--- config.mk ---
export PLATFORM = sky130hd
export DESIGN_NAME = cpu_core
export DESIGN_NICKNAME = d
export VERILOG_FILES = /design/src/verilog/cpu_pkg.sv /design/src/verilog/cpu_core.sv /design/src/verilog/alu_flags.sv /design/src/verilog/reg_file.sv /design/src/verilog/inst_decode.sv /design/src/verilog/instr_mem.sv /design/src/verilog/pc_unit.sv
export SDC_FILE = /design/constraint.sdc
export NUM_CORES = 2
export LEC_CHECK = 0
export ABC_AREA = 0
export BUFFER_PORTS_ARGS = -buffer_cell sky130_fd_sc_hd__buf_2
export CAP_MARGIN = 25
export CORE_AREA = 2 2 702 424
export CTS_CLUSTER_SIZE = 40
export DETAILED_ROUTE_END_ITERATION = 6
export DIE_AREA = 0 0 704 426
export GPL_ROUTABILITY_DRIVEN = 0
export PLACE_DENSITY = 0.76
export SYNTH_ARGS = -nofsm -noshare
export SYNTH_HDL_FRONTEND = slang
export SYNTH_SLANG_ARGS = --single-unit
--- constraint.sdc ---
create_clock -name clk -period 12.2 [get_ports clk]
set_input_delay 2.44 -clock clk [delete_from_list [all_inputs] [get_ports clk]]
set_output_delay 2.44 -clock clk [all_outputs]
set_load 0.005 [all_outputs]
--- src/verilog/cpu_pkg.sv ---
// Shared definitions for the single-cycle 16-bit core.
// Opcodes, branch conditions, flag bits and instruction field positions.
`default_nettype none

package cpu_pkg;

  localparam int data_w = 16; // one word, data and address

  // 4-bit opcode field, unlisted codes act as no-op
  typedef enum logic [3:0] {
    op_add = 4'b0000,
    op_sub = 4'b0001,
    op_xor = 4'b0010,
    op_lli = 4'b0011,
    op_b   = 4'b1100,
    op_br  = 4'b1101,
    op_hlt = 4'b1111
  } opcode_e;

  // branch conditions, evaluated against z/n/v
  typedef enum logic [2:0] {
    cond_ne = 3'b000,
    cond_eq = 3'b001,
    cond_gt = 3'b010,
    cond_lt = 3'b011,
    cond_ge = 3'b100,
    cond_le = 3'b101,
    cond_ov = 3'b110,
    cond_al = 3'b111
  } cond_e;

  // bit positions in the flag vector
  localparam int flag_w = 3;
  localparam int flag_z = 0;
  localparam int flag_n = 1;
  localparam int flag_v = 2;

  // instruction fields
  localparam int op_msb   = 15;
  localparam int op_lsb   = 12;
  localparam int rd_msb   = 11;
  localparam int rd_lsb   = 8;
  localparam int rs_msb   = 7;
  localparam int rs_lsb   = 4;
  localparam int rt_msb   = 3;
  localparam int rt_lsb   = 0;
  localparam int imm_msb  = 7;
  localparam int imm_lsb  = 0;
  localparam int cond_msb = 10;
  localparam int cond_lsb = 8;
  localparam int reg_w    = 4; // register index width
  localparam int imm_w    = 8;

endpackage

`default_nettype wire
--- src/verilog/cpu_core.sv ---
// Top of the single-cycle core, one instruction fetched and retired per clock.
// Program is loaded through prog_we while run is low.
`timescale 1ns/1ps
`default_nettype none

module cpu_core #(
  parameter int imem_depth = 256 // instruction words
) (
  input  wire logic                        clk,
  input  wire logic                        rst_n,
  input  wire logic                        run,       // low holds all state
  input  wire logic                        prog_we,
  input  wire logic [cpu_pkg::data_w-1:0]  prog_addr, // word index
  input  wire logic [cpu_pkg::data_w-1:0]  prog_data,
  output logic      [cpu_pkg::data_w-1:0]  pc_addr,
  output logic                             halted,
  output logic                             wb_en,
  output logic      [cpu_pkg::reg_w-1:0]   wb_reg,
  output logic      [cpu_pkg::data_w-1:0]  wb_data,
  output logic      [cpu_pkg::flag_w-1:0]  flags
);

  logic [cpu_pkg::data_w-1:0] instr;
  cpu_pkg::opcode_e           opcode;
  cpu_pkg::opcode_e           alu_op;
  cpu_pkg::cond_e             cond;
  logic [cpu_pkg::reg_w-1:0]  rs;
  logic [cpu_pkg::reg_w-1:0]  rt;
  logic [cpu_pkg::imm_w-1:0]  imm8;
  logic [cpu_pkg::data_w-1:0] rs_data;
  logic [cpu_pkg::data_w-1:0] rt_data;

  pc_unit u_pc (
    .clk             (clk),
    .rst_n           (rst_n),
    .run             (run),
    .opcode          (opcode),
    .cond            (cond),
    .imm8            (imm8),
    .flags           (flags),
    .branch_reg_addr (rs_data), // br target
    .pc_addr         (pc_addr),
    .halted          (halted)
  );

  instr_mem #(.imem_depth(imem_depth)) u_imem (
    .clk       (clk),
    .prog_we   (prog_we),
    .prog_addr (prog_addr),
    .prog_data (prog_data),
    .pc_addr   (pc_addr),
    .instr     (instr)
  );

  inst_decode u_dec (
    .instr  (instr),
    .run    (run),
    .opcode (opcode),
    .alu_op (alu_op),
    .cond   (cond),
    .rd     (wb_reg), // destination goes out as-is
    .rs     (rs),
    .rt     (rt),
    .imm8   (imm8),
    .wb_en  (wb_en)
  );

  reg_file u_rf (
    .clk     (clk),
    .rst_n   (rst_n),
    .we      (wb_en),
    .waddr   (wb_reg),
    .wdata   (wb_data),
    .raddr_a (rs),
    .raddr_b (rt),
    .rdata_a (rs_data),
    .rdata_b (rt_data)
  );

  alu_flags u_alu (
    .clk    (clk),
    .rst_n  (rst_n),
    .run    (run),
    .alu_op (alu_op),
    .a      (rs_data),
    .b      (rt_data),
    .imm8   (imm8),
    .result (wb_data),
    .flags  (flags)
  );

endmodule

`default_nettype wire

--- src/verilog/alu_flags.sv ---
// ALU for add, sub, xor and load-immediate, with the Z/N/V flag register.
// Result is combinational, flags move at the clock edge for add, sub and xor.
`timescale 1ns/1ps
`default_nettype none

module alu_flags (
  input  wire logic                        clk,
  input  wire logic                        rst_n,
  input  wire logic                        run,
  input  wire cpu_pkg::opcode_e            alu_op,
  input  wire logic [cpu_pkg::data_w-1:0]  a,    // rs
  input  wire logic [cpu_pkg::data_w-1:0]  b,    // rt
  input  wire logic [cpu_pkg::imm_w-1:0]   imm8,
  output logic      [cpu_pkg::data_w-1:0]  result,
  output logic      [cpu_pkg::flag_w-1:0]  flags
);

  localparam int msb = cpu_pkg::data_w - 1;

  logic [cpu_pkg::data_w-1:0] sum;
  logic [cpu_pkg::data_w-1:0] diff;
  logic                       add_ovf;
  logic                       sub_ovf;
  logic                       v_next;
  logic                       flag_upd;
  logic [cpu_pkg::flag_w-1:0] flags_next;

  assign sum  = a + b;
  assign diff = a - b;

  // signed overflow, sign of result disagrees with the operands
  assign add_ovf = (a[msb] == b[msb]) && (sum[msb] != a[msb]);
  assign sub_ovf = (a[msb] != b[msb]) && (diff[msb] != a[msb]);

  always_comb begin
    case (alu_op)
      cpu_pkg::op_add: result = sum;
      cpu_pkg::op_sub: result = diff;
      cpu_pkg::op_xor: result = a ^ b;
      cpu_pkg::op_lli: result = {8'b0, imm8}; // zero-extended
      default:         result = '0;           // not written back
    endcase
  end

  always_comb begin
    case (alu_op)
      cpu_pkg::op_add: v_next = add_ovf;
      cpu_pkg::op_sub: v_next = sub_ovf;
      default:         v_next = 1'b0; // xor clears v
    endcase
  end

  // lli leaves the flags alone
  assign flag_upd = run && (alu_op == cpu_pkg::op_add ||
                            alu_op == cpu_pkg::op_sub ||
                            alu_op == cpu_pkg::op_xor);

  always_comb begin
    flags_next                 = '0;
    flags_next[cpu_pkg::flag_z] = (result == '0);
    flags_next[cpu_pkg::flag_n] = result[msb];
    flags_next[cpu_pkg::flag_v] = v_next;
  end

  always_ff @(posedge clk or negedge rst_n) begin
    if (!rst_n) begin
      flags <= '0;
    end else if (flag_upd) begin
      flags <= flags_next;
    end
  end

  // x operands reaching the flags would poison every later branch
  a_flags_known: assert property (@(posedge clk) disable iff (!rst_n)
    !$isunknown(flags));

endmodule

`default_nettype wire

--- src/verilog/reg_file.sv ---
// General purpose register file, 16 entries of one word.
// Two combinational read ports and one clocked write port, no bypass.
`timescale 1ns/1ps
`default_nettype none

module reg_file (
  input  wire logic                       clk,
  input  wire logic                       rst_n,
  input  wire logic                       we,
  input  wire logic [cpu_pkg::reg_w-1:0]  waddr,
  input  wire logic [cpu_pkg::data_w-1:0] wdata,
  input  wire logic [cpu_pkg::reg_w-1:0]  raddr_a,
  input  wire logic [cpu_pkg::reg_w-1:0]  raddr_b,
  output logic      [cpu_pkg::data_w-1:0] rdata_a,
  output logic      [cpu_pkg::data_w-1:0] rdata_b
);

  localparam int nregs = 1 << cpu_pkg::reg_w;

  logic [cpu_pkg::data_w-1:0] regs [nregs];

  // all registers clear on reset
  always_ff @(posedge clk or negedge rst_n) begin
    if (!rst_n) begin
      for (int i = 0; i < nregs; i++) begin
        regs[i] <= '0;
      end
    end else if (we) begin
      regs[waddr] <= wdata;
    end
  end

  // same-cycle write shows up next cycle
  assign rdata_a = regs[raddr_a]; // rs, also the branch target
  assign rdata_b = regs[raddr_b]; // rt

endmodule

`default_nettype wire

--- src/verilog/inst_decode.sv ---
// Splits the fetched word into fields for the datapath.
// Only alu opcodes write back, and only while the core runs.
`timescale 1ns/1ps
`default_nettype none

module inst_decode (
  input  wire logic [cpu_pkg::data_w-1:0] instr,
  input  wire logic                       run,
  output cpu_pkg::opcode_e                opcode,
  output cpu_pkg::opcode_e                alu_op,
  output cpu_pkg::cond_e                  cond,
  output logic      [cpu_pkg::reg_w-1:0]  rd,
  output logic      [cpu_pkg::reg_w-1:0]  rs,
  output logic      [cpu_pkg::reg_w-1:0]  rt,
  output logic      [cpu_pkg::imm_w-1:0]  imm8,
  output logic                            wb_en
);

  cpu_pkg::opcode_e op;
  logic             is_alu;

  assign op = cpu_pkg::opcode_e'(instr[cpu_pkg::op_msb:cpu_pkg::op_lsb]);

  // register and immediate fields, cond overlaps rd
  assign rd   = instr[cpu_pkg::rd_msb:cpu_pkg::rd_lsb];
  assign rs   = instr[cpu_pkg::rs_msb:cpu_pkg::rs_lsb];
  assign rt   = instr[cpu_pkg::rt_msb:cpu_pkg::rt_lsb];
  assign imm8 = instr[cpu_pkg::imm_msb:cpu_pkg::imm_lsb];
  assign cond = cpu_pkg::cond_e'(instr[cpu_pkg::cond_msb:cpu_pkg::cond_lsb]);

  always_comb begin
    case (op)
      cpu_pkg::op_add,
      cpu_pkg::op_sub,
      cpu_pkg::op_xor,
      cpu_pkg::op_lli: is_alu = 1'b1;
      default:         is_alu = 1'b0; // branches, halt, unknown codes
    endcase
  end

  // unknown codes pass with no name, pc unit steps by 2 on them
  assign opcode = op;

  // non-alu codes steer the alu to lli so the flags hold
  assign alu_op = is_alu ? op : cpu_pkg::op_lli;

  assign wb_en = is_alu & run; // no writeback while loading

endmodule

`default_nettype wire

--- src/verilog/instr_mem.sv ---
// Instruction memory, one word per entry, loaded through a write port.
// Fetch is combinational, indexed by the pc byte address.
`timescale 1ns/1ps
`default_nettype none

module instr_mem #(
  parameter int imem_depth = 256 // words
) (
  input  wire logic                       clk,
  input  wire logic                       prog_we,
  input  wire logic [cpu_pkg::data_w-1:0] prog_addr, // word index
  input  wire logic [cpu_pkg::data_w-1:0] prog_data,
  input  wire logic [cpu_pkg::data_w-1:0] pc_addr,   // byte address
  output logic      [cpu_pkg::data_w-1:0] instr
);

  localparam int aw = (imem_depth > 1) ? $clog2(imem_depth) : 1;

  logic [cpu_pkg::data_w-1:0] mem [imem_depth];
  logic [aw-1:0]              rd_idx;
  logic                       wr_ok;

  // drop bit 0 and wrap at the depth
  assign rd_idx = aw'({17'b0, pc_addr[cpu_pkg::data_w-1:1]} % imem_depth);
  assign wr_ok  = ({16'b0, prog_addr} < imem_depth); // out of range writes dropped

  always_ff @(posedge clk) begin
    if (prog_we && wr_ok) begin
      mem[aw'(prog_addr)] <= prog_data;
    end
  end

  assign instr = mem[rd_idx];

  // a load beyond the array is a testbench bug
  a_wr_range: assert property (@(posedge clk) prog_we |-> wr_ok)
    else $error("instr_mem write to %0d beyond depth %0d", prog_addr, imem_depth);

endmodule

`default_nettype wire

--- src/verilog/pc_unit.sv ---
// Program counter register and next-pc selection.
// Conditions are checked against the flag register, branches resolve in the same cycle.
`timescale 1ns/1ps
`default_nettype none

module pc_unit (
  input  wire logic                              clk,
  input  wire logic                              rst_n,
  input  wire logic                              run,     // gates the pc update
  input  wire cpu_pkg::opcode_e                  opcode,
  input  wire cpu_pkg::cond_e                    cond,
  input  wire logic [cpu_pkg::imm_w-1:0]         imm8,
  input  wire logic [cpu_pkg::flag_w-1:0]        flags,
  input  wire logic [cpu_pkg::data_w-1:0]        branch_reg_addr, // rs data
  output logic      [cpu_pkg::data_w-1:0]        pc_addr,
  output logic                                   halted
);

  logic z_flag, n_flag, v_flag;
  logic cond_pass;
  logic [cpu_pkg::data_w-1:0] plus_two;   // fall-through
  logic [cpu_pkg::data_w-1:0] branch_imm; // pc + 2 + imm8
  logic [cpu_pkg::data_w-1:0] pc_next;

  assign z_flag = flags[cpu_pkg::flag_z];
  assign n_flag = flags[cpu_pkg::flag_n];
  assign v_flag = flags[cpu_pkg::flag_v];

  // condition table, ge keeps the z | ~n form
  always_comb begin
    case (cond)
      cpu_pkg::cond_ne: cond_pass = ~z_flag;
      cpu_pkg::cond_eq: cond_pass = z_flag;
      cpu_pkg::cond_gt: cond_pass = ~z_flag & ~n_flag;
      cpu_pkg::cond_lt: cond_pass = n_flag;
      cpu_pkg::cond_ge: cond_pass = z_flag | ~n_flag;
      cpu_pkg::cond_le: cond_pass = n_flag | z_flag;
      cpu_pkg::cond_ov: cond_pass = v_flag;
      default:          cond_pass = 1'b1; // always
    endcase
  end

  assign plus_two   = pc_addr + 16'd2;
  assign branch_imm = plus_two + {8'b0, imm8}; // imm zero-extended

  // halt wins, then a failed condition falls through
  always_comb begin
    if (opcode == cpu_pkg::op_hlt) begin
      pc_next = pc_addr; // hold
    end else if (!cond_pass) begin
      pc_next = plus_two;
    end else begin
      case (opcode)
        cpu_pkg::op_b:  pc_next = branch_imm;
        cpu_pkg::op_br: pc_next = branch_reg_addr;
        default:        pc_next = plus_two; // alu ops and no-ops
      endcase
    end
  end

  always_ff @(posedge clk or negedge rst_n) begin
    if (!rst_n) begin
      pc_addr <= '0;
    end else if (run) begin
      pc_addr <= pc_next;
    end
  end

  assign halted = (opcode == cpu_pkg::op_hlt); // straight from the fetched word

  // even pc stays even unless the target comes from a register or an odd offset
  a_pc_even: assert property (@(posedge clk) disable iff (!rst_n)
    run && !pc_addr[0] && opcode != cpu_pkg::op_br &&
    !(opcode == cpu_pkg::op_b && imm8[0]) |=> !pc_addr[0]);

  // halt under run freezes the pc
  a_halt_hold: assert property (@(posedge clk) disable iff (!rst_n)
    run && opcode == cpu_pkg::op_hlt |=> $stable(pc_addr));

endmodule

`default_nettype wire

### Word-level counts from Yosys, hierarchy flattened

Memory sizes are Yosys's and may differ from the RTL's.
Cells that the tools add are included.

* bits in registers: 275
* memory bits (writable): 4096
* input port bits: 36
* output and inout port bits: 41
* logic and storage cells: 89
* memories: 1

* add/sub/neg operators: 4
* order comparisons: 5
* equal/unequal tests: 19
* multiplexer cells: 18
* bitwise gates (word level): 11
* reductions and logical operators: 13

Memory list
* u_imem.mem: words 256, bits a word 16, rd ports 1, clocked after Yosys merged registers in 0, wr ports 1, RTL line instr_mem.sv:19 `logic [cpu_pkg::data_w-1:0] mem [imem_depth];`

Operator list (count)
* bitwise mux 256 bit: 1
* binary-select mux 16 bit (select 4 bit): 2
* two-way mux 16 bit: 6
* demux 16 bit (select 4 bit): 1
* one-hot mux 16 bit (4 select lines): 1
* one-hot mux 16 bit (2 select lines): 1
* adder 16 bit: 1
* adder 16 x 2 -> 16 bit, second input constant: 1
* adder 16 x 8 -> 16 bit: 1
* equality test 4 x 2 -> 1 bit, second input constant: 4
* logical NOT 16 bit: 1
* < comparator 16 x 9 -> 1 bit, second input constant: 1
* subtractor 16 bit: 1
* XOR 16 bit: 1
* >= comparator 5 bit, second input constant: 3
* NOT 4 -> 5 bit: 3
* equality test 4 bit, second input constant: 3
* equality test 3 bit, second input constant: 3
* equality test 4 x 1 -> 1 bit, second input constant: 2
* logical NOT 4 bit: 2
* one-hot mux 1 bit (7 select lines): 1
* equality test 3 x 2 -> 1 bit, second input constant: 2
* logical AND 1 bit: 5
* < comparator 5 x 1 -> 1 bit, second input constant: 1
* 13 further kinds: 22

### Depth between registers and ports, before layout

An unclocked memory read counts as a cell.

* depth in word-level cells: 9
* mapped depth: 37
* depth with buffers taken out: 28

### Hierarchy

A second synthesis with hierarchy kept.

* cell total of the unflattened synthesis: 8818
* area, all modules: 177181.2 um^2

Modules (own cells, without submodules)
* instr_mem: times used 1, cells an instance 7381, area an instance 159350.3 um^2, sequential area each 122998.0 um^2
* reg_file: times used 1, cells an instance 848, area an instance 13530.5 um^2, sequential area each 6406.1 um^2
* alu_flags: times used 1, cells an instance 307, area an instance 2100.8 um^2, sequential area each 75.1 um^2
* pc_unit: times used 1, cells an instance 249, area an instance 1958.1 um^2, sequential area each 400.4 um^2
* inst_decode: times used 1, cells an instance 33, area an instance 241.5 um^2, sequential area each 0.0 um^2

### Least setup slack after synthesis

No wires, ideal clock.

* path type: register to output
* from: register u_pc.pc_addr[2] (netlist bit)
* to: output wb_data[15] (netlist bit)
* arrival: 7156 ps
* data required time: 9760 ps
* path slack: 2604 ps
* cell stages (with the launch flop): 33
* buffers on the path: 9
* cells stage by stage: dfrtp_1 buf_4 buf_4 buf_2 buf_2 buf_1 mux4_2 mux4_2 mux4_2 a22oi_1 nand2_1 inv_1 clkbuf_1 buf_1 nand3_1 and3_1 nor2_1 inv_1 ha_1 o21bai_1 a21oi_1 o31a_1 o31ai_1 a221o_1 a221oi_1 o21bai_1 a21o_1 a21oi_1 o21bai_1 xor3_1 a211o_1 buf_6 buf_4

* cells in the longest elaborated chain, start to end: 7
* elaborated cells between the ends (all ways): 24
* those cells by class: add/sub (2); eq/ne (6); mux (9); bitwise (3); reduce/logical (3); memory (1)

Ends and longest elaborated chain
* start, declared: RTL line pc_unit.sv:15 `output logic [cpu_pkg::data_w-1:0] pc_addr,`
* start signal, assigned: RTL line pc_unit.sv:65 `pc_addr <= pc_next;`
* memory read (256 x 16 bit) *
* NOT 4 -> 5 bit (implied by the code) (tied with other cells): RTL line reg_file.sv:34 `assign rdata_a = regs[raddr_a];`
* binary-select mux 16 bit (select 4 bit) (tied with other cells): RTL line reg_file.sv:34
* two-way mux 16 bit (implied by the code) (tied with other cells) (2 in a row): RTL line reg_file.sv:34
* subtractor 16 bit (tied with other cells): RTL line alu_flags.sv:29 `assign diff = a - b;`
* one-hot mux 16 bit (4 select lines) *: RTL line alu_flags.sv:36 `case (alu_op)`
* end, declared: RTL line cpu_core.sv:19 `output logic [cpu_pkg::data_w-1:0] wb_data,`

Every way passes the cells marked *; elsewhere a longest branch is shown, timed or not. The select of a mux whose other input is x is not followed.

### Worst setup path after layout

* from: register u_pc.pc_addr[3] (netlist bit)
* to: output wb_data[15] (netlist bit)

Same word-level chain as after synthesis.

==> flow_summary_export.csv <==
group,metric,value,unit
outcome,status,"finished with violations",
outcome,violations,"setup timing",
power_and_ir_drop,relative_contribution_of_combinational_cells_to_total_power,42.5,%
timing,finalMaxSlewViolations,0,
synthesis,synthesized_area_per_cell,21.3,um^2
floorplan,initial_core_util,59.9,%
floorplan,io_pins,77,
synthesis,synth.net_count,8301,
timing,tightest_slew,1.48,ns
synthesis,list_of_most_frequent_post_synthesis_cells,"sky130_fd_sc_hd__edfxtp_1 (4096), sky130_fd_sc_hd__mux4_2 (1222), sky130_fd_sc_hd__nor2_1 (362)",
power_and_ir_drop,power_density,257,mW/mm^2
synthesis,most_repeated_cell_in_the_gate_level_netlist_after_synthesis,"sky130_fd_sc_hd__edfxtp_1",
timing,maxClockFrequency,81.5,MHz
timing,timing_hold_violations_final,0,
worst_setup_path,timing.critical_path.from_type,"register",
layout,layout-drive-gt1-share,32.2,%
floorplan,die_width,704,um
grt,antenna_found_initial,41,
worst_setup_path,setup.worst_path.class,"register to primary output",
floorplan,die-height,426,um
worst_hold_path,hp-class,"register to register",
clock_network,clock_sinks,4371,
grt,grt_first_pass_wirelength,726,mm
synthesis,postSynth.topFlopCell,"sky130_fd_sc_hd__edfxtp_1",
floorplan,die_area,0.300,mm^2
power_and_ir_drop,ir_worst_vdd,0.425,mV
layout,nets,8842,
routing,via_count,96200,
layout,layout-area-overhead-vs-synth,11.8,%
power_and_ir_drop,internal,31.1,mW
run,cap_viol_max_count,0,
place,port-buffer-count,76,
layout,n_fill_cell,17600,
worst_setup_path,critPathTopFamily,"compound AO/OA/AOI/OAI gates",
synthesis,synthDominantAreaCellType,"sky130_fd_sc_hd__edfxtp_1",
routing,routed_via_density,7.41,
timing,finalSetupViolations,1,
grt,via_count_of_the_first_global_routing_pass,92100,
floorplan,floorplan.rows,154,
synthesis,async_flop_share,6.29,%
clock_network,root_buffer,"sky130_fd_sc_hd__clkbuf_16",
synthesis,synthTopCellsByArea,"sky130_fd_sc_hd__edfxtp_1 (70%), sky130_fd_sc_hd__mux4_2 (16%), sky130_fd_sc_hd__dfrtp_1 (3.9%), sky130_fd_sc_hd__mux2i_1 (1.8%), sky130_fd_sc_hd__mux2_2 (1.7%)",
routing,drtPass1Iterations,6,
floorplan,floorplan.core_area,0.293,mm^2
timing,fin_crit_sh,101,%
synthesis,number_of_synthesized_register_bits,4371,
routing,wirelength,525,mm
synthesis,yosysTopAreaCellShare,70.1,%
clock_network,cts.reportedPaths.clkPinSlew,0.07,ns
clock_network,max-clock-path-buffers,4,
power_and_ir_drop,p_sw,19.3,mW
clock_network,tritoncts,"yes",
worst_setup_path,biggest_cell_delay_along_the_critical_path,0.93,ns
timing,finalSetupTns,-0.0727,ns
grt,gr-usage-all-layers,34.9,%
clock_network,clock_h_tree_levels,5,
power_and_ir_drop,cellLeakagePower,63.8,nW
place,dpl_worst_slack,0.775,ns
clock_network,cts_buf_count,368,
layout,final_util,66.9,%
worst_setup_path,end_kind,"primary output",
worst_setup_path,arr_time_crit_path,9.83,ns
worst_setup_path,worst_path_max_delay_cell,"sky130_fd_sc_hd__dfrtp_4",
routing,post-route-drc-count,0,
routing,drtIter0Drc,18900,
synthesis,synth.cell_area,0.175,mm^2
worst_setup_path,required_worst_endpoint,9.76,ns
routing,avgRoutedWirePerCell,40.4,um
synthesis,ys_warns,0,
worst_setup_path,regToRegSetupSlack,2.19,ns
power_and_ir_drop,switching_share,38.3,%
place,place.detailed.hpwl,315,mm
timing,postLayoutSetupSlackWorst,-0.0727,ns
synthesis,synth.yosys.seq_area_share,74.0,%
worst_setup_path,crit_buf_inv,4,
synthesis,post_synth_inst_count,8222,
worst_setup_path,maximum_fanout_count_along_the_critical_path,40,
synthesis,synth_cell_type_count,96,
timing,fin_crit,12.27,ns
clock_network,clock_latency,0.95,ns
timing,slew_headroom,1.65,%
grt,grt_overflow,0,
timing,worst_clock_skew,0.0830,ns
power_and_ir_drop,power.share.sequential,33.9,%
synthesis,synth-edff-count,4096,
worst_setup_path,crit_top_cell,"sky130_fd_sc_hd__mux2i_1",
grt,grt_max_degree,160,
power_and_ir_drop,clock_power_share,23.6,%
routing,remaining_antenna_violation_count,0,
power groups by stage:
stage               Combinational, mW  Sequential, mW  Clock, mW
floorplan                        12.9            17.2          0
global route                     21.9            17.1       12.4
detailed placement               20.0            17.4          0
CTS                              20.3            17.1       11.9
global placement                 19.7            17.4          0
finish                           21.4            17.1       11.9
logic make-up after synthesis:
| group | Yosys count | share of synthesized area, % |
|---|---|---|
| flip-flops | 4371 | 74.0 |
| AND/OR/NAND/NOR | 917 | 2.37 |
| adder cells (fa/ha/maj) | 44 | 0.325 |
| buffers and inverters | 546 | 1.83 |
| AO/OA/AOI/OAI | 496 | 1.98 |
| XOR/XNOR | 22 | 0.118 |
| multiplexers | 1826 | 19.4 |
area by class of cell:
class | instances | area (um^2) | area share (%)
antenna | 34 | 85.1 | 0.0434
timing repair buffer | 661 | 6230 | 3.18
multi-input combinational | 3305 | 43000 | 21.9
tap | 3900 | 4880 | 2.49
clock inverter | 211 | 1940 | 0.991
inverter | 56 | 223 | 0.114
sequential | 4371 | 130000 | 66.2
clock buffer | 449 | 9800 | 5.00
cells in the final DEF (no fill, tap or decap), types with 72 or more instances in the layout:
master and n:
sky130_fd_sc_hd__nand3_1 104, sky130_fd_sc_hd__nor2_2 159, sky130_fd_sc_hd__nor2_1 202, sky130_fd_sc_hd__edfxtp_1 4096
sky130_fd_sc_hd__dfrtp_1 269, sky130_fd_sc_hd__mux4_2 1222, sky130_fd_sc_hd__a22oi_1 77, sky130_fd_sc_hd__a21oi_1 94
sky130_fd_sc_hd__clkinv_1 72, sky130_fd_sc_hd__clkbuf_16 380, sky130_fd_sc_hd__nand2_1 227, sky130_fd_sc_hd__mux2i_1 307
sky130_fd_sc_hd__buf_4 474, sky130_fd_sc_hd__mux2_2 263
layer usage:
metal  wire length [um]  up-vias  global-route usage, %
met5                556        -                  0.849
met4              21600       32                   12.0
met3              98600     1401                   16.8
met2             218000     9463                   46.9
met1             186000    49900                   50.1
li1                   -    35400                      -
registers in the layout (all words and copies together), names as in the netlist:
signal	count
u_alu.flags	3
u_imem.mem	4096
u_pc.pc_addr	16
u_rf.regs	256
path summary, 6_finish.rpt:
kind                                       from        endpoint  cells after the start
worst max-delay path            u_pc.pc_addr[3]     wb_data[15]                     25
worst min-delay path             u_rf.regs[167]  u_rf.regs[167]                      1
worst max register to register  u_pc.pc_addr[3]  u_alu.flags[0]                     25
worst min register to register   u_rf.regs[167]  u_rf.regs[167]                      1
max in group asynchronous                 rst_n   u_rf.regs[49]                      2
min in group asynchronous                 rst_n  u_rf.regs[105]                      1
repair_timing:
item                                    4_1_cts  5_1_grt
resized for setup                             0       18
hold buffers                                  0        0
endpoints found under the setup margin        1        4
buffers inserted                              6        6
per-stage QoR:
step | instance area (um^2) | hold WS (ns) | std cells | power [mW]
2_1_floorplan | 175000 | 0.475 | 8222 | 30.0
3_3_place_gp | 183000 | 0.490 | 12200 | 37.1
3_5_place_dp | 184000 | 0.503 | 12300 | 37.4
4_1_cts | 196000 | 0.523 | 12900 | 49.3
5_1_grt | 196000 | 0.543 | 13000 | 51.5
6_report | 196000 | 0.521 | 13000 | 50.4
No activity file was read; power rests on OpenSTA's default activity.
